## config.mk

```make
export PLATFORM = sky130hd
export DESIGN_NAME = gus_io_top
export DESIGN_NICKNAME = d
export VERILOG_FILES = /design/src/design/gus_io_pkg.sv /design/src/design/gus_io_top.sv /design/src/design/uart_rx.sv /design/src/design/uart_tx.sv /design/src/design/pwm_gen.sv /design/src/design/io_bus_slave.sv
export VERILOG_INCLUDE_DIRS = /design/src /design/src/design
export SDC_FILE = /design/constraint.sdc
export NUM_CORES = 1
export LEC_CHECK = 0
export BUFFER_PORTS_ARGS = -buffer_cell sky130_fd_sc_hd__buf_2
export CAP_MARGIN = 20
export CORE_MARGIN = 1.5
export CORE_UTILIZATION = 45
export CTS_BUF_LIST = sky130_fd_sc_hd__clkbuf_16
export CTS_CLUSTER_SIZE = 16
export DETAILED_ROUTE_END_ITERATION = 8
export PLACE_DENSITY = 0.65
export SYNTH_ARGS = -nofsm -noshare
export SYNTH_HDL_FRONTEND = slang
export SYNTH_SLANG_ARGS = --single-unit
```

## constraint.sdc

```tcl
create_clock -name clk -period 2.22 [get_ports clk]
set_input_delay 0.111 -clock clk [delete_from_list [all_inputs] [get_ports clk]]
set_output_delay 0.111 -clock clk [all_outputs]
set_load 0.03 [all_outputs]
```

## src/design/gus_io_macros.svh

```systemverilog
// Register map and fixed parameters of the peripheral block.
// The UART divider is given in clk cycles per bit and is kept small for simulation.
// Addresses 3 and 5 to 7 are unused and read as zero.
`ifndef GUS_IO_MACROS_SVH
`define GUS_IO_MACROS_SVH

// ---------------------------------------------------------------------------
// Register addresses
`define GUS_IO_ADDR_IRQEN     3'd0  // Interrupt enable mask
`define GUS_IO_ADDR_PWM_FLAGS 3'd1  // Write PWM duty, read flag word
`define GUS_IO_ADDR_UART      3'd2  // UART data, TX on write, RX on read
`define GUS_IO_ADDR_PORT      3'd4  // GPO on write, input port on read

// ---------------------------------------------------------------------------
// Peripheral sizing
`define GUS_IO_PWM_BITS       8     // PWM resolution, period 2^N-1
// Hardware would use clock rate divided by baud rate here
`define GUS_IO_UART_DIVIDER   16    // Cycles per serial bit

// Bit positions in the flag word
`define GUS_IO_FLAG_RXVALID   0
`define GUS_IO_FLAG_TXRDY     1
`define GUS_IO_FLAG_OVERRUN   2
`define GUS_IO_FLAG_FRAME     3
`define GUS_IO_FLAG_PWM       4

`endif
```

## src/design/gus_io_pkg.sv

```systemverilog
// Shared types of the peripheral block.
// Widths that depend on configuration come from the macro header.
`include "gus_io_macros.svh"

package gus_io_pkg;

	// ---------------------------------------------------------------------------
	// Data widths
	typedef logic [15:0] io_word_t;   // Bus data word
	typedef logic [2:0]  io_addr_t;   // Register select
	typedef logic [7:0]  uart_byte_t; // One serial character

	typedef logic [`GUS_IO_PWM_BITS-1:0] pwm_duty_t; // PWM compare value

	// Interrupt enable, bit 2 is the timer slot and has no source
	typedef logic [3:0]  irq_en_t;
	typedef logic [1:0]  irq_vec_t;   // Index of the winning source
	typedef logic [6:0]  gp_in_t;     // Input port pins

	// ---------------------------------------------------------------------------
	// Host request, held stable while req is high
	typedef struct packed {
		io_addr_t addr;  // Register address
		logic     we;    // 1 for write
		io_word_t wdata; // Write data
	} io_req_t;

	// Handshake FSM
	typedef enum logic [1:0] {
		BUS_IDLE, // Waiting for req
		BUS_WAIT, // Access accepted, may stall on UART
		BUS_ACK   // ack high until req drops
	} bus_state_t;

endpackage

```

## src/design/gus_io_top.sv

```systemverilog
// Peripheral block top level. Single clock domain on clk.
// Host accesses use the four-phase req/ack rule; bus must be stable while req is high.
// rxd is asynchronous and is synchronized inside the receiver.
`timescale 1ns/1ps

module gus_io_top (
	input  logic                 clk,
	input  logic                 reset,
	input  logic                 req,
	input  gus_io_pkg::io_req_t  bus,
	output logic                 ack,
	output gus_io_pkg::io_word_t rdata,
	input  gus_io_pkg::gp_in_t   gp_in,
	input  logic                 rxd,
	output logic                 txd,
	output logic                 pwm_out,
	output logic                 gpo,
	output logic                 irq,
	output gus_io_pkg::irq_vec_t irq_vec
);

	logic                   tx_rdy;    // Transmitter idle
	logic                   rx_valid;  // Received byte pending
	logic                   overrun;   // Byte lost
	logic                   frame_err; // Bad stop bit
	gus_io_pkg::uart_byte_t rx_data;
	logic                   pwm_flag;  // Period interrupt flag
	logic                   tx_start;  // One-cycle strobes from the slave
	gus_io_pkg::uart_byte_t tx_data;
	logic                   rx_clear;
	logic                   duty_wr;
	gus_io_pkg::pwm_duty_t  duty;

	io_bus_slave u_slave (
		.clk, .reset, .req, .bus, .ack, .rdata, .gp_in,
		.tx_rdy, .rx_valid, .overrun, .frame_err, .rx_data, .pwm_flag,
		.tx_start, .tx_data, .rx_clear, .duty_wr, .duty,
		.gpo, .irq, .irq_vec
	);

	pwm_gen u_pwm (
		.clk, .reset, .duty_wr, .duty, .pwm_out, .pwm_flag
	);

	uart_tx u_uart_tx (
		.clk, .reset, .tx_start, .tx_data, .txd, .tx_rdy
	);

	uart_rx u_uart_rx (
		.clk, .reset, .rxd, .rx_clear, .rx_data, .rx_valid, .overrun, .frame_err
	);

endmodule

```

## src/design/uart_rx.sv

```systemverilog
// 8N1 receiver with a one-byte buffer. rxd is asynchronous and goes through two flops.
// Every line edge re-aligns the divider; the line is sampled in the middle of each bit.
// A frame that completes while a byte is pending sets overrun and replaces the byte.
`timescale 1ns/1ps
`include "gus_io_macros.svh"

module uart_rx (
	input  logic                   clk,
	input  logic                   reset,
	input  logic                   rxd,
	input  logic                   rx_clear,
	output gus_io_pkg::uart_byte_t rx_data,
	output logic                   rx_valid,
	output logic                   overrun,
	output logic                   frame_err
);

	localparam int DIV_BITS = $clog2(`GUS_IO_UART_DIVIDER);
	localparam logic [DIV_BITS-1:0] DIV_LAST = DIV_BITS'(`GUS_IO_UART_DIVIDER - 1);
	localparam logic [DIV_BITS-1:0] DIV_MID  = DIV_BITS'(`GUS_IO_UART_DIVIDER / 2 - 1);

	logic [1:0]          rx_sync;    // Two-flop synchronizer
	logic                rx_edge;    // Transition on the line
	logic [DIV_BITS-1:0] rx_div;
	logic                rx_sample;  // Mid-bit strobe
	logic [9:0]          rx_sh;      // Frame shifts in at the MSB
	logic                frame_done; // Start bit reached the LSB
	logic [8:0]          rx_buf;     // Stop bit and data
	logic [1:0]          rx_hist;    // {overrun, valid}

	assign rx_edge    = rx_sync[1] ^ rx_sync[0];
	assign rx_sample  = (rx_div == DIV_MID);
	assign frame_done = ~rx_sh[0];

	// ---------------------------------------------------------------------------
	// Synchronizer and bit timing
	always_ff @(posedge clk or posedge reset) begin
		if (reset) begin
			rx_sync <= 2'b11;  // Idle line
			rx_div  <= '0;
		end else begin
			rx_sync <= {rx_sync[0], rxd};
			if (rx_edge || rx_div == DIV_LAST)
				rx_div <= '0;  // Re-align on every edge
			else
				rx_div <= rx_div + 1'b1;
		end
	end

	// Frame assembly and buffer
	always_ff @(posedge clk or posedge reset) begin
		if (reset) begin
			rx_sh  <= '1;
			rx_buf <= 9'h100;  // Good stop bit, no error shown
		end else if (frame_done) begin
			rx_sh  <= '1;  // Rearm for the next start bit
			rx_buf <= rx_sh[9:1];
		end else if (rx_sample) begin
			rx_sh <= {rx_sync[1], rx_sh[9:1]};
		end
	end

	// Valid and overrun history, completion wins over clear
	always_ff @(posedge clk or posedge reset) begin
		if (reset)
			rx_hist <= '0;
		else if (frame_done)
			rx_hist <= {rx_hist[0], 1'b1};
		else if (rx_clear)
			rx_hist <= '0;
	end

	assign rx_data   = rx_buf[7:0];
	assign frame_err = ~rx_buf[8];  // Stop bit read as 0
	assign rx_valid  = rx_hist[0];
	assign overrun   = rx_hist[1];

endmodule

```

## src/design/uart_tx.sv

```systemverilog
// 8N1 transmitter, one stop bit only. tx_start must only come while tx_rdy is high;
// the bus slave holds off UART writes until then.
// txd idles high and each bit lasts GUS_IO_UART_DIVIDER cycles.
`timescale 1ns/1ps
`include "gus_io_macros.svh"

module uart_tx (
	input  logic                   clk,
	input  logic                   reset,
	input  logic                   tx_start,
	input  gus_io_pkg::uart_byte_t tx_data,
	output logic                   txd,
	output logic                   tx_rdy
);

	localparam int DIV_BITS = $clog2(`GUS_IO_UART_DIVIDER);
	localparam logic [DIV_BITS-1:0] DIV_LAST = DIV_BITS'(`GUS_IO_UART_DIVIDER - 1);

	logic [DIV_BITS-1:0] tx_div;    // Bit time divider
	logic                div_last;  // End of a bit time
	logic [8:0]          tx_sh;     // Data plus start bit, LSB on the line
	logic [3:0]          bit_cnt;   // Bits left, zero when idle
	logic                busy;

	assign div_last = (tx_div == DIV_LAST);
	assign busy     = |bit_cnt;
	assign tx_rdy   = ~busy;
	assign txd      = tx_sh[0];

	// ---------------------------------------------------------------------------
	always_ff @(posedge clk or posedge reset) begin
		if (reset) begin
			tx_div  <= '0;
			tx_sh   <= '1;  // Line idle high
			bit_cnt <= '0;
		end else begin
			if (tx_start || div_last)
				tx_div <= '0;  // Restart aligns the first bit
			else
				tx_div <= tx_div + 1'b1;

			if (tx_start)
				tx_sh <= {tx_data, 1'b0};  // Start bit first
			else if (div_last)
				tx_sh <= {1'b1, tx_sh[8:1]};  // Ones shift in for stop

			if (tx_start)
				bit_cnt <= 4'd10;  // Start, 8 data, stop
			else if (busy && div_last)
				bit_cnt <= bit_cnt - 1'b1;
		end
	end

endmodule

```

## src/design/pwm_gen.sv

```systemverilog
// Free-running PWM. The counter runs 0 to 2^N-2, so one period is 2^N-1 cycles.
// A new duty value takes effect at the next count zero. Duty 0 keeps the output
// low and the all-ones duty keeps it high.
`timescale 1ns/1ps
`include "gus_io_macros.svh"

module pwm_gen (
	input  logic                  clk,
	input  logic                  reset,
	input  logic                  duty_wr,
	input  gus_io_pkg::pwm_duty_t duty,
	output logic                  pwm_out,
	output logic                  pwm_flag
);

	localparam int N = `GUS_IO_PWM_BITS;
	localparam logic [N-1:0] CNT_LAST = {{(N-1){1'b1}}, 1'b0};  // 2^N-2

	gus_io_pkg::pwm_duty_t duty_hold;  // Written by the host
	gus_io_pkg::pwm_duty_t duty_buf;   // Copy used for this period
	logic [N-1:0]          cnt;
	logic                  cnt_zero;
	logic                  cnt_last;
	logic                  cnt_match;

	assign cnt_zero  = (cnt == '0);
	assign cnt_last  = (cnt == CNT_LAST);
	assign cnt_match = (cnt == duty_buf);

	// ---------------------------------------------------------------------------
	// Duty register and period buffer
	always_ff @(posedge clk or posedge reset) begin
		if (reset) begin
			duty_hold <= '0;
			duty_buf  <= '0;
		end else begin
			if (duty_wr)
				duty_hold <= duty;
			if (cnt_zero)
				duty_buf <= duty_hold;  // Reload once per period
		end
	end

	// Counter, output and period flag
	always_ff @(posedge clk or posedge reset) begin
		if (reset) begin
			cnt      <= '0;
			pwm_out  <= 1'b0;
			pwm_flag <= 1'b0;
		end else begin
			cnt      <= cnt_last ? '0 : cnt + 1'b1;
			pwm_out  <= cnt_match ? 1'b0 : (cnt_zero ? 1'b1 : pwm_out);  // Match wins
			pwm_flag <= cnt_zero ? 1'b1 : (duty_wr ? 1'b0 : pwm_flag);
		end
	end

endmodule

```

## src/design/io_bus_slave.sv

```systemverilog
// Register slave on a four-phase req/ack port, one access at a time.
// Every access spends at least one cycle in BUS_WAIT, so ack rises one cycle after
// req is sampled. UART data writes wait for tx_rdy and reads wait for rx_valid.
// Strobes to the peripherals are combinational and act at the edge where ack rises.
`timescale 1ns/1ps
`include "gus_io_macros.svh"

module io_bus_slave (
	input  logic                   clk,
	input  logic                   reset,
	input  logic                   req,
	input  gus_io_pkg::io_req_t    bus,
	output logic                   ack,
	output gus_io_pkg::io_word_t   rdata,
	input  gus_io_pkg::gp_in_t     gp_in,
	input  logic                   tx_rdy,
	input  logic                   rx_valid,
	input  logic                   overrun,
	input  logic                   frame_err,
	input  gus_io_pkg::uart_byte_t rx_data,
	input  logic                   pwm_flag,
	output logic                   tx_start,
	output gus_io_pkg::uart_byte_t tx_data,
	output logic                   rx_clear,
	output logic                   duty_wr,
	output gus_io_pkg::pwm_duty_t  duty,
	output logic                   gpo,
	output logic                   irq,
	output gus_io_pkg::irq_vec_t   irq_vec
);

	gus_io_pkg::bus_state_t state;
	gus_io_pkg::bus_state_t state_nxt;
	gus_io_pkg::irq_en_t    irq_en;    // Interrupt enable register
	gus_io_pkg::io_word_t   rd_word;   // Readback mux output
	gus_io_pkg::io_word_t   flag_word;
	logic                   uart_sel;  // Access targets UART data
	logic                   stall;     // UART not ready for this access
	logic                   go;        // Access completes at next edge
	logic                   wr_go;
	logic [3:0]             irq_src;   // Masked request sources

	// ---------------------------------------------------------------------------
	// Handshake FSM
	assign uart_sel = (bus.addr == `GUS_IO_ADDR_UART);
	assign stall    = uart_sel && (bus.we ? !tx_rdy : !rx_valid);
	assign go       = (state == gus_io_pkg::BUS_WAIT) && !stall;
	assign wr_go    = go && bus.we;
	assign ack      = (state == gus_io_pkg::BUS_ACK);

	always_comb begin
		state_nxt = state;
		case (state)
			gus_io_pkg::BUS_IDLE: if (req) state_nxt = gus_io_pkg::BUS_WAIT;
			gus_io_pkg::BUS_WAIT: if (!stall) state_nxt = gus_io_pkg::BUS_ACK;
			gus_io_pkg::BUS_ACK:  if (!req) state_nxt = gus_io_pkg::BUS_IDLE;
			default:              state_nxt = gus_io_pkg::BUS_IDLE;
		endcase
	end

	// Peripheral strobes
	assign tx_start = wr_go && uart_sel;
	assign tx_data  = bus.wdata[7:0];
	assign rx_clear = go && !bus.we && uart_sel;  // Read pops the RX byte
	assign duty_wr  = wr_go && (bus.addr == `GUS_IO_ADDR_PWM_FLAGS);
	assign duty     = bus.wdata[`GUS_IO_PWM_BITS-1:0];

	always_ff @(posedge clk or posedge reset) begin
		if (reset) begin
			state  <= gus_io_pkg::BUS_IDLE;
			irq_en <= '0;
			gpo    <= 1'b0;
		end else begin
			state <= state_nxt;
			if (wr_go && bus.addr == `GUS_IO_ADDR_IRQEN)
				irq_en <= bus.wdata[3:0];  // All 4 bits stored
			if (wr_go && bus.addr == `GUS_IO_ADDR_PORT)
				gpo <= bus.wdata[0];
		end
	end

	// ---------------------------------------------------------------------------
	// Readback
	always_comb begin
		flag_word = '0;
		flag_word[`GUS_IO_FLAG_RXVALID] = rx_valid;
		flag_word[`GUS_IO_FLAG_TXRDY]   = tx_rdy;
		flag_word[`GUS_IO_FLAG_OVERRUN] = overrun;
		flag_word[`GUS_IO_FLAG_FRAME]   = frame_err;
		flag_word[`GUS_IO_FLAG_PWM]     = pwm_flag;  // Timer flag stays zero
	end

	always_comb begin
		case (bus.addr)
			`GUS_IO_ADDR_IRQEN:     rd_word = {12'h000, irq_en};
			`GUS_IO_ADDR_PWM_FLAGS: rd_word = flag_word;
			`GUS_IO_ADDR_UART:      rd_word = {8'h00, rx_data};
			`GUS_IO_ADDR_PORT:      rd_word = {8'h00, gp_in, gpo};
			default:                rd_word = '0;  // Unused slots
		endcase
	end

	always_ff @(posedge clk) begin
		if (go)
			rdata <= rd_word;  // Held while ack is high
	end

	// ---------------------------------------------------------------------------
	// Fixed-priority interrupt, lowest index wins
	assign irq_src = {pwm_flag & irq_en[3], 1'b0, tx_rdy & irq_en[1], rx_valid & irq_en[0]};
	assign irq     = |irq_src;

	always_comb begin
		if (irq_src[0])
			irq_vec = 2'd0;
		else if (irq_src[1])
			irq_vec = 2'd1;
		else
			irq_vec = 2'd3;  // PWM, also the idle value
	end

endmodule

```

# Word-level counts from Yosys, hierarchy flattened
# Index checks and enable logic that the tools add are counted.
# word_totals
ff_bits	93
in_bits	31
out_inout_bits	23
elab_cells	91
# op_classes
addsub	4
eq_ne	15
mux	23
bitwise_logic	6
reduce_logical	25
# op_table
cell	n
case mux 8 bit (4 select lines)	1
2-to-1 mux 10 bit	2
2-to-1 mux 9 bit	2
2-to-1 mux 4 bit	4
2-to-1 mux 2 bit	7
logical AND 1 bit	10
adder 4 x 1 -> 4 bit (second input constant)	2
adder 8 x 1 -> 8 bit (second input constant)	1
equality test 4 bit (second input constant)	2
equality test 8 bit	1
equality test 8 bit (second input constant)	1
zero test 8 bit	1
2-to-1 mux 8 bit	1
inequality test 2 bit (second input constant)	4
nonzero test 2 bit	4
case mux 2 bit (3 select lines)	1
2-to-1 mux 1 bit	5
equality test 4 x 3 -> 1 bit (second input constant)	1
OR reduction 4 bit	1
subtractor 4 x 1 -> 4 bit (second input constant)	1
bitwise AND 1 bit	3
equality test 3 x 1 -> 1 bit (second input constant)	1
equality test 3 x 2 -> 1 bit (second input constant)	1
equality test 3 bit (second input constant)	1
11 further kinds	15

# Longest topological paths before layout
# Gate-level depths: netlist of run 1.
# logic_depth
ltp_word	9
mapped_depth	7
depth_no_buf	6

# Hierarchy
# Synthesis of run 1 repeated with hierarchy kept, for this count alone.
# hier_totals
hier_cells	349
hier_area_um2	4129.0
# modules_own_cells
mod	instances	cells_each	area_per_inst_um2	seq_area_each_um2
pwm_gen	1	94	1186.1	650.6
uart_rx	1	76	1097.3	691.9
io_bus_slave	1	100	1037.2	415.4
uart_tx	1	79	808.3	436.7

# Worst setup path after synthesis of run 1
# Ideal clock, no wire load.
# synth_path
kind	register to output
from	register u_uart_tx.bit_cnt[0]
to	output port irq
t_arrival_ps	1970
t_required_ps	2109
slack_ps	139
path_stages_with_launch	6
path_buffers	0
path_cell_list	dfrtp_1 > inv_1 > ha_1 > nor3b_1 > a21boi_0 > nand2_1
# synth_via
elab_chain_len	4
# synth_rtl
item	line	rtl
start, declared	uart_tx.sv:22	logic [3:0] bit_cnt;
start signal, assigned	uart_tx.sv:50	bit_cnt <= bit_cnt - 1'b1;
OR reduction 4 bit	uart_tx.sv:26	assign busy = |bit_cnt;
inverter 1 bit	uart_tx.sv:27	assign tx_rdy = ~busy;
bitwise AND 1 bit	io_bus_slave.sv:110	assign irq_src = {pwm_flag & irq_en[3], 1'b0, tx_rdy & irq_en[1], rx_valid & irq_en[0]};
OR reduction 3 bit	io_bus_slave.sv:111	assign irq = |irq_src;
end, declared	gus_io_top.sv:18	output logic irq,
# Every way passes these cells.

# Worst setup path after layout of run 1
# Same ends and word-level chain as after synthesis.

==> results of run 1 <==
-- routing by layer --
| metal | vias to the layer above | global-route usage |
|---|---|---|
| met4 | 0 | 0.06985 |
| li1 | 1190 | - |
| met1 | 1213 | 0.2284 |
| met2 | 40 | 0.2629 |
| met5 | - | 0 |
| met3 | 7 | 0.04067 |
-- synthesized netlist by cell type, types with 2 or more instances --
cell | number | area share
dfrtp_1 | 55 | 0.36
mux2_2 | 30 | 0.088
nand2_1 | 29 | 0.028
dfstp_2 | 22 | 0.15
nor2_1 | 22 | 0.021
o21ai_0 | 17 | 0.022
xor2_1 | 14 | 0.032
mux2i_1 | 12 | 0.031
o22a_1 | 10 | 0.023
buf_4 | 9 | 0.018
edfxtp_1 | 8 | 0.062
inv_1 | 8 | 0.0078
ha_1 | 7 | 0.023
nand3_1 | 7 | 0.0091
a21oi_1 | 6 | 0.0078
a22oi_1 | 6 | 0.012
nor2b_1 | 6 | 0.0097
xnor2_1 | 5 | 0.011
clkbuf_1 | 4 | 0.0039
nor4_1 | 4 | 0.0065
buf_2 | 3 | 0.0039
nand2b_1 | 3 | 0.0049
nor3_1 | 3 | 0.0039
and3_1 | 2 | 0.0032
buf_6 | 2 | 0.0058
nor3b_1 | 2 | 0.0039
or2_2 | 2 | 0.0032
-- timing repair --
action / 4_1_cts / 5_1_grt
hold buffers: 2 / 0
hold endpoints to repair: 16 / 0
resized for setup: 0 / 0
-- final timing paths --
kind | start | endpoint | slack [ps]
worst max-delay path | u_uart_tx.bit_cnt[0] | irq | 260
worst min-delay path | bus[5] | u_uart_tx.tx_sh[6] | 10
worst max register to register | u_uart_tx.bit_cnt[0] | u_uart_tx.bit_cnt[3] | 400
worst min register to register | u_uart_rx.rx_sync[0] | u_uart_rx.rx_sync[1] | 370
max in group asynchronous | reset | u_uart_tx.tx_sh[3] | 1130
min in group asynchronous | reset | u_uart_rx.rx_div[0] | 410
-- worst max-delay path: cells and delay by family (launching register included) --
kind | cells | cell delay, ps
simple gates | 2 | 240
flops | 1 | 370
compound gates | 1 | 310
fa+ha+maj | 1 | 190
buf+inv | 3 | 410
-- layout make-up --
class,count,area (sq um),share of cell area
Multi-Input combinational cell,215,1535,0.3457
Clock inverter,6,28.78,0.006481
Inverter,8,30.03,0.006762
Timing Repair Buffer,46,270.3,0.06086
Clock buffer,10,250.2,0.05635
Tap cell,105,131.4,0.02959
Sequential cell,85,2195,0.4942
-- per-stage QoR --
stage          area (sq um)  utilization  power (mW)  hold slack (ps)  std cells
6_report               4441       0.5377       3.967            13.66        475
5_1_grt                4441       0.5377       4.167            11.31        475
4_1_cts                4441       0.5377       4.027            5.564        475
3_5_place_dp           4141       0.5015       2.628            217.1        457
3_3_place_gp           4141       0.5015       2.602            216.7        457
2_1_floorplan          3884            -       2.427            115.5        327
-- power groups by stage --
| stage | sequential [mW] | clock [mW] | combinational (mW) |
|---|---|---|---|
| 2_1_floorplan | 2.01 | 0 | 0.418 |
| 3_3_place_gp | 1.96 | 0 | 0.645 |
| 3_5_place_dp | 1.97 | 0 | 0.663 |
| 4_1_cts | 1.94 | 1.42 | 0.668 |
| 5_1_grt | 1.97 | 1.48 | 0.720 |
| 6_report | 1.93 | 1.37 | 0.657 |
-- state kept, by name (all words and copies together) (netlist names) --
register and flops:
u_pwm.cnt 8, u_pwm.duty_buf 8, u_pwm.duty_hold 8, u_pwm.pwm_flag 1, u_pwm.pwm_out 1, u_slave.gpo 1
u_slave.irq_en 4, u_slave.rdata 8, u_slave.state 2, u_uart_rx.rx_buf 9, u_uart_rx.rx_div 4, u_uart_rx.rx_hist 2
u_uart_rx.rx_sh 10, u_uart_rx.rx_sync 2, u_uart_tx.bit_cnt 4, u_uart_tx.tx_div 4, u_uart_tx.tx_sh 9
-- cell families after synthesis --
kind of cell    Yosys count  synth area share
buf+inv                  27           0.03989
mux                      42            0.1187
other cells               1         0.0009721
fa+ha+maj                 7           0.02270
xor+xnor                 19           0.04314
flops                    85            0.5689
simple gates             92            0.1255
compound gates           47           0.08012
==> results by group, run 1 <==
Global route
  – GRT Total Usage: 0.1699
  – Initial antenna violation count: 0
  – First-pass GRT wire length: 11.79 mm
  – Largest net degree at the start of global routing: 36
  – Grt ovf: 0
  – Number of global-route vias before repair: 2493

Floorplanning
  – Core Rows: 33
  – Die ar.: 0.009136 sq mm
  – Core Footprint: 0.008258 sq mm
  – Die height: 95.59 um
  – Initial core utilization: 0.4671
  – Die Width: 95.59 um
  – Ports: 54

Worst setup path
  – Crit path DAT: 1850 ps
  – Critical Path Start Type: register
  – Slowest cell on crit path: dfrtp_1
  – CP Capture Type: output pin
  – Crit path max fanout: 6
  – Max stage delay on crit path: 370 ps
  – Crit-path cells: inv_1 -> ha_1 -> nor3b_1 -> buf_4 -> a21boi_0 -> nand2_1 -> buf_2
  – Crit path required time: 2110 ps
  – R2R cell count: 7
  – Critical path class: reg -> out

Hold path
  – Worst hold path type: in -> reg
  – Worst Hold Depth: 3

Power and ir drop
  – NetSw: 1.086 mW
  – Worst vdd ir: 0.3828 mV
  – Pwr per Cell Area: 893.4 mW/mm^2
  – Clock network power share: 0.347
  – Share of power burned in registers: 0.488
  – Pleak: 2.075 nW
  – Internal power: 2.881 mW
  – Combinational power share: 0.166
  – Net Sw Frac: 0.2737

STA
  – Final setup viols: 0
  – Relative slew margins: 0.5762
  – Period Utilization, post-route: 0.8820
  – Clock Skews: 5.812 ps
  – Worst-margin pin slew: 634.7 ps
  – Max-slew violations: 0
  – Final Hold Viols: 0
  – Unrepaired setup endpoints after global routing: false
  – Setup ws final: 261.9 ps
  – Final setup TNS: 0 ps
  – F_max: 510.7 MHz
  – Min Tclk post-route: 1958 ps

Outcome
  – Outcome: completed

Finish
  – Fillers: 750
  – Fin nets: 403
  – Layout cell share with drive strength beyond 1: 0.3162
  – Commonest cells after routing, fill and taps aside: 55 x dfrtp_1, 37 x buf_2, 30 x mux2_2
  – Area delta synth->final: 15.12%
  – Diodes inserted: 0
  – Commonest non-fill, non-tap cell in the layout: dfrtp_1

Placement
  – Pre-CTS WS: 417.8 ps
  – Post-DP HPWL: 4.958 mm
  – IO buf count: 37
  – RePlAce Congestion: 0.7730

Detailed routing
  – WL final: 6.871 mm
  – DR top layer: met4
  – Initial DRC count: 117
  – Met1 Routed Length: 3.264 mm
  – Met3 wire len: 235 um
  – Drt via density: 5.158
  – DR vias: 2450
  – Number of routed nets with antenna violations: 0
  – Met2 wire len: 3.294 mm
  – DRT Pass-1 Iters: 4
  – DRC Markers: 0
  – Avg WL per Cell: 14.47 um

Synth
  – Post-Syn Instances: 320
  – Post-synth top flop: dfrtp_1
  – Number of synthesized flops with an enable pin: 8
  – Yosys reg bits: 85
  – Asr flop ratio synth: 0.9059
  – Syn Std Cell Area: 0.003857 sq mm
  – Syn avg cell area: 12.05 sq um
  – Sequential share of the synthesized area: 0.5689
  – Synth cell types: 49
  – Yosys warns: 0

CTS
  – Clock Path Buffers: 2
  – Num CTS Buffers: 9
  – Clk Latency, worst-skew pair: 330 ps
  – CTS Root Cell: clkbuf_16
  – H-tree depth: 3
  – CTS tree: yes
  – Number of setup buffers added after CTS: 0
  – Clock Pin Slew Worst Setup and Hold Paths: 60 ps
  – Sink Count: 85

Run
  – Max cap viols: 0
Power figures use the tool's default switching activity.
==> run 2, diff against run 1 <==
Settings changed: CORE_MARGIN 1.5 to not set, GPL_ROUTABILITY_DRIVEN set to 0, PLACE_DENSITY 0.65 to not set, SYNTH_HIERARCHICAL set to 1.
==> run 2 against run 1 <==
Compared with the run above:
- the flow now finishes with violations (design-rule violations)
- flip-flop and latch count is the same
- register-to-register slack gained 80 ps
- global-route usage shrank 1.1 points
- maximum frequency grew 3.4%
- critical path type unchanged
- largest power group unchanged
==> results by group, run 2 <==
Outcome
  – Outcome: complete, but fails checks
  – Failing checks: design-rule violations

STA
  – Period Utilization, post-route: 0.8532
  – Final hold slack: 25.84 ps
  – Max-slew violations: 0
  – Worst-margin pin slew: 770.3 ps
  – Min Tclk post-route: 1894 ps
  – Unrepaired setup endpoints after global routing: false
  – Final Hold Viols: 0
  – Final setup viols: 0
  – F_max: 527.9 MHz
  – Setup ws final: 325.8 ps
  – Relative slew margins: 0.4859
  – Clock Skews: 7.880 ps
  – Final setup TNS: 0 ps

CTS
  – CTS Root Cell: clkbuf_16
  – Num CTS Buffers: 9
  – # hold bufs at CTS: 6
  – Clock Pin Slew Worst Setup and Hold Paths: 70 ps
  – Number of setup buffers added after CTS: 0
  – Clk Latency, worst-skew pair: 330 ps
  – Sink Count: 85
  – Clock Path Buffers: 2
  – CTS resizes: 0
  – CTS tree: yes
  – H-tree depth: 3

Power and ir drop
  – Clock network power share: 0.368
  – Net Sw Frac: 0.2809
  – Pwr per Cell Area: 898.4 mW/mm^2
  – Internal power: 2.958 mW
  – Share of power burned in registers: 0.471
  – Combinational power share: 0.161
  – Pleak: 2.076 nW
  – Worst vdd ir: 0.3391 mV
  – NetSw: 1.156 mW
  – Total Power: 4.113 mW

Synth
  – Yosys warns: 6
  – Top cells by count, synth: 55 x dfrtp_1, 33 x buf_4, 33 x mux2_2
  – Sequential share of the synthesized area: 0.5315
  – Number of synthesized flops with an enable pin: 8
  – Yosys reg bits: 85
  – Synth cell types: 51
  – Yosys top cell area share: 0.3333
  – Synth top area cells: dfrtp_1 33%, dfstp_2 14%, mux2_2 9.0%
  – Post-synth top flop: dfrtp_1
  – Most area-hungry cell type in the Yosys netlist: dfrtp_1
  – Syn Std Cell Area: 0.004129 sq mm
  – Syn avg cell area: 11.83 sq um
  – Most frequent cell after synthesis: dfrtp_1
  – Post-Syn Instances: 349
  – Asr flop ratio synth: 0.9059

Worst setup path
  – CP Capture Type: output pin
  – Critical path class: reg -> out
  – Crit path required time: 2110 ps
  – Crit path max fanout: 9
  – Crit path DAT: 1780 ps
  – Critical Path Start Type: register

Global route
  – GRT Total Usage: 0.1593
  – Largest net degree at the start of global routing: 27
  – Grt ovf: 0
  – First-pass GRT wire length: 11.96 mm
  – Number of global-route vias before repair: 2505
  – Initial antenna violation count: 0

Finish
  – Commonest cells after routing, fill and taps aside: 55 x dfrtp_1, 37 x buf_2, 33 x mux2_2
  – Biggest regs: u_uart_rx/rx_sh: 10 flops, u_uart_rx/rx_buf: 9 flops, u_uart_tx/tx_sh: 9 flops
  – Final Instance Count excl. Fillers: 487
  – Final Cell Area: 0.004578 sq mm
  – Commonest non-fill, non-tap cell in the layout: dfrtp_1
  – Fin nets: 412
  – Max reg flops: 10
  – Layout cell share with drive strength beyond 1: 0.3377
  – Layout Utilization: 0.5199
  – Area delta synth->final: 10.88%
  – Fillers: 752
  – Reg with most FFs: u_uart_rx/rx_sh
  – Diodes inserted: 0

Detailed routing
  – Initial DRC count: 119
  – Number of routed nets with antenna violations: 0
  – Avg WL per Cell: 14.02 um
  – DR vias: 2508
  – Drt via density: 5.150
  – WL final: 6.827 mm
  – DRT Pass-1 Iters: 6
  – DRC Markers: 14

Placement
  – Pre-CTS WS: 475.4 ps
  – DP Cell Count: 465
  – Placed instance area: 0.004213 sq mm
  – IO buf count: 37
  – Post-DP HPWL: 4.857 mm

Run
  – Max cap viols: 0

Hold path
  – Worst hold path type: in -> reg

Floorplanning
  – Die height: 97.79 um
  – Die Width: 97.79 um
  – Ports: 54
  – Die ar.: 0.009563 sq mm
  – Initial core utilization: 0.4689
  – Core Footprint: 0.008806 sq mm
  – Core Rows: 34
[run 2: changes by cell type in the layout (fill, tap and decap cells not counted), sizes merged, moves of 3 or more]
cell | previous run | this run
nand2 | 29 | 25
mux2i | 12 | 7
and3 | 2 | 5
o21ai | 18 | 25
dlygate4sd3 | 2 | 6
or3 | 1 | 4
or3b | 3 | 0
inv | 12 | 20
mux2 | 30 | 34
a21oi | 6 | 11
nor2 | 22 | 15
[run 2: metal layers]
layer,vias up,part of all wire,global-route usage
met5,-,0,0
met4,0,0.011,0.06993
met3,5,0.027,0.03651
met2,37,0.47,0.2460
met1,1239,0.49,0.2158
li1,1227,-,-
[run 2: cell type report]
class	count	area [sq um]	share of cell area
multi-input cells	212	1589	0.3471
flip-flops and latches	85	2195	0.4794
inverters	17	63.81	0.01394
clock inverters	7	80.08	0.01749
repair buffers	49	290.3	0.06341
well taps	108	135.1	0.02952
clock buffers	9	225.2	0.04919
[run 2: critical path, cell delays in order (launching register included)]
cell     delay [ps]
dfrtp_1         400
inv_1            90
ha_1            140
nor3b_1         260
buf_4           200
a22oi_1          80
nand2_1          90
buf_2           200
[run 2: power by group through the flow]
stage / clock (mW) / combinational (mW) / sequential (mW)
floorplan: 0 / 0.437 / 2.00
global placement: 0 / 0.643 / 1.96
detailed placement: 0 / 0.655 / 1.97
CTS: 1.57 / 0.666 / 1.94
global route: 1.64 / 0.714 / 1.97
finish: 1.51 / 0.661 / 1.94
[run 2: path summary, 6_finish.rpt]
| kind | slack, ps | end | from | cells past startpoint |
|---|---|---|---|---|
| worst max register to register | 480 | u_slave/rdata[7] | u_uart_tx/bit_cnt[0] | 7 |
| worst min register to register | 370 | u_uart_rx/rx_sync[1] | u_uart_rx/rx_sync[0] | 0 |
| min in group asynchronous | 300 | u_slave/irq_en[0] | reset | 3 |
| worst max-delay path | 330 | irq | u_uart_tx/bit_cnt[0] | 7 |
| worst min-delay path | 30 | u_uart_tx/tx_sh[4] | bus[3] | 3 |
| max in group asynchronous | 1020 | u_uart_rx/rx_buf[8] | reset | 4 |
[run 2: logic make-up after synthesis]
family                     after synthesis  synth area share
AOI/OAI and AO/OA                       57           0.08819
xor gates and xnor gates                15           0.03182
adders and majority gates                7           0.02121
buffers and inverters                   59           0.09000
DFF                                     85            0.5315
muxes                                   41            0.1106
other                                    1         0.0009082
and+or+nand+nor                         84            0.1258
==> run 3, diff against run 2 <==
Settings changed: ABC_AREA set to 1.
==> run 3 against run 2 <==
Compared with the run above:
- the flow now finishes without violations
- wire length grew 20%
- sequential share of layout area down 2.3 points
- register-to-register slack worse by 260 ps
- sequential power rose by 28%
- critical path type is now reg -> reg
- highest routed layer unchanged
==> results by group, run 3 <==
Outcome
  – Outcome: completed

Detailed routing
  – DRT Pass-1 Iters: 4
  – Initial DRC count: 109
  – DRC Markers: 0
  – WL final: 8.211 mm
  – Number of routed nets with antenna violations: 0
  – Avg WL per Cell: 13.10 um
  – DR vias: 3019
  – Drt via density: 4.815

Worst setup path
  – Crit path required time: 2430 ps
  – Critical path class: reg -> reg
  – Crit path max fanout: 9
  – Critical R2R Capture: u_pwm/duty_hold[6]
  – R2R cell count: 12
  – R2R setup slack: 220 ps
  – CP Capture Type: register
  – Crit. Startpoint: u_uart_tx/bit_cnt[0]
  – Crit path to: u_pwm/duty_hold[6]
  – Critical Path Start Type: register
  – Crit path DAT: 2210 ps
  – Reg-to-Reg Start: u_uart_tx/bit_cnt[0]

Global route
  – Initial antenna violation count: 0
  – Number of global-route vias before repair: 2868
  – Grt ovf: 0
  – First-pass GRT wire length: 13.70 mm
  – Largest net degree at the start of global routing: 34
  – GRT Total Usage: 0.1731

Placement
  – IO buf count: 37
  – Post-DP HPWL: 5.742 mm
  – DP Cell Count: 608

STA
  – Final setup viols: 0
  – F_max: 499.7 MHz
  – Min Tclk post-route: 2001 ps
  – Relative slew margins: 0.4377
  – Final setup TNS: 0 ps
  – Max-slew violations: 0
  – Unrepaired setup endpoints after global routing: false
  – Period Utilization, post-route: 0.9015
  – Final Hold Viols: 0
  – Worst-margin pin slew: 842.6 ps
  – Clock Skews: 7.405 ps

Finish
  – Biggest regs: u_uart_rx/rx_sh: 10 flops, u_uart_rx/rx_buf: 9 flops, u_uart_tx/tx_sh: 9 flops
  – FF+latch area: 0.002195 sq mm
  – Final Instance Count excl. Fillers: 627
  – Layout cell share with drive strength beyond 1: 0.2892
  – Area taken by multi-input logic gates: 0.001722 sq mm
  – Commonest non-fill, non-tap cell in the layout: nand2_1
  – Area delta synth->final: 8.583%
  – Fin nets: 531
  – Max reg flops: 10
  – Reg with most FFs: u_uart_rx/rx_sh
  – Diodes inserted: 0
  – Commonest cells after routing, fill and taps aside: 111 x nand2_1, 55 x dfrtp_1, 48 x nand3_1
  – Fillers: 900

CTS
  – CTS resizes: 0
  – H-tree depth: 3
  – CTS Root Cell: clkbuf_16
  – Clock Pin Slew Worst Setup and Hold Paths: 70 ps
  – CTS tree: yes
  – Num CTS Buffers: 9
  – Clock Path Buffers: 2
  – Sink Count: 85
  – Clk Latency, worst-skew pair: 330 ps
  – Number of setup buffers added after CTS: 0

Floorplanning
  – Core Footprint: 0.009371 sq mm
  – Die height: 101.2 um
  – Ports: 54
  – Die ar.: 0.01025 sq mm
  – Die Width: 101.2 um
  – Core Rows: 35
  – Initial core utilization: 0.4729

Synth
  – Sequential share of the synthesized area: 0.4952
  – Post-Syn Instances: 473
  – Top cells by count, synth: 111 x nand2_1, 55 x dfrtp_1, 48 x nand3_1
  – Most frequent cell after synthesis: nand2_1
  – Post-synth top flop: dfrtp_1
  – Synth top area cells: dfrtp_1 31%, dfstp_2 13%, nand2_1 9.4%
  – Most area-hungry cell type in the Yosys netlist: dfrtp_1
  – Synth cell types: 40
  – Yosys reg bits: 85
  – Asr flop ratio synth: 0.9059
  – Syn avg cell area: 9.369 sq um
  – Syn Std Cell Area: 0.004432 sq mm
  – Yosys warns: 6
  – Yosys top cell area share: 0.3106
  – Number of synthesized flops with an enable pin: 8

Power and ir drop
  – Worst vdd ir: 0.6218 mV
  – Pwr per Cell Area: 1108 mW/mm^2
  – Pleak: 2.351 nW

Run
  – Max cap viols: 0

Hold path
  – Worst hold path type: in -> reg
==> run 3: area by class of cell <==
class / count / share of cell area
inverters: 52 / 0.04160
well taps: 129 / 0.03354
clock inverters: 7 / 0.01170
flip-flops and latches: 85 / 0.4561
clock buffers: 9 / 0.04680
repair buffers: 45 / 0.05252
multi-input cells: 300 / 0.3578
==> run 3: stage by stage <==
stage,instance area [sq um],util,power [mW],hold WS (ps),setup WS [ps]
after CTS,4812,0.5135,5.391,11.76,208.5
after detailed placement,4501,0.4802,3.928,106.9,234.5
final,4812,0.5135,5.334,19.08,218.7
after global routing,4812,0.5135,5.684,17.67,31.59
after global placement,4501,0.4802,3.884,97.95,260.0
after floorplan,4458,-,3.638,-85.60,256.2
==> run 3: power by group <==
| group | switching (mW) | total [mW] | internal, mW |
|---|---|---|---|
| registers | 0.306 | 2.49 | 2.18 |
| logic | 0.889 | 1.41 | 0.525 |
| clock network | 0.655 | 1.43 | 0.775 |
==> run 3: metal layers <==
layer  global-route usage  vias to the layer above  part of all wire
met2               0.2815                       44              0.48
li1                     -                     1527                 -
met4              0.06689                        0            0.0086
met5                    0                        -                 0
met1               0.2333                     1443              0.48
met3              0.02761                        5             0.029
==> run 3: timing repair <==
action                     4_1_cts  5_1_grt
hold endpoints to repair        45        0
hold buffers                     3        0
setup endpoints to repair        0        0
==> run 3: logic make-up (layout without fill, tap and decap cells) <==
kind of cell               Yosys count  after routing  synth area share
other                                1              8         0.0008462
AOI/OAI and AO/OA                   29             29           0.04546
adders and majority gates            7              7           0.01976
DFF                                 85             85            0.4952
and+or+nand+nor                    236            236            0.2660
buffers and inverters               95            113            0.1222
muxes                               15             15           0.04065
xor gates and xnor gates             5              5          0.009881
==> run 3: worst min-delay path by stage <==
stage | startpoint | endpoint | slack, ps | depth (start not counted)
2_1_floorplan | reset | u_slave/gpo | -90 | 1
3_3_place_gp | reset | u_slave/irq_en[1] | 100 | 2
3_5_place_dp | reset | u_slave/irq_en[1] | 110 | 2
4_1_cts | bus[5] | u_uart_tx/tx_sh[6] | 10 | 3
5_1_grt | bus[5] | u_uart_tx/tx_sh[6] | 20 | 3
6_report | bus[5] | u_uart_tx/tx_sh[6] | 20 | 3
==> run 3: critical path, cell delays in order (launching register included) <==
cell	delay (ps)
dfrtp_1	360
inv_1	140
ha_1	170
nand2_1	110
inv_1	120
nand2_1	50
nand2_1	110
nor2_4	60
nor2_8	80
nand2_2	50
nor2_1	90
buf_4	190
mux2_2	360
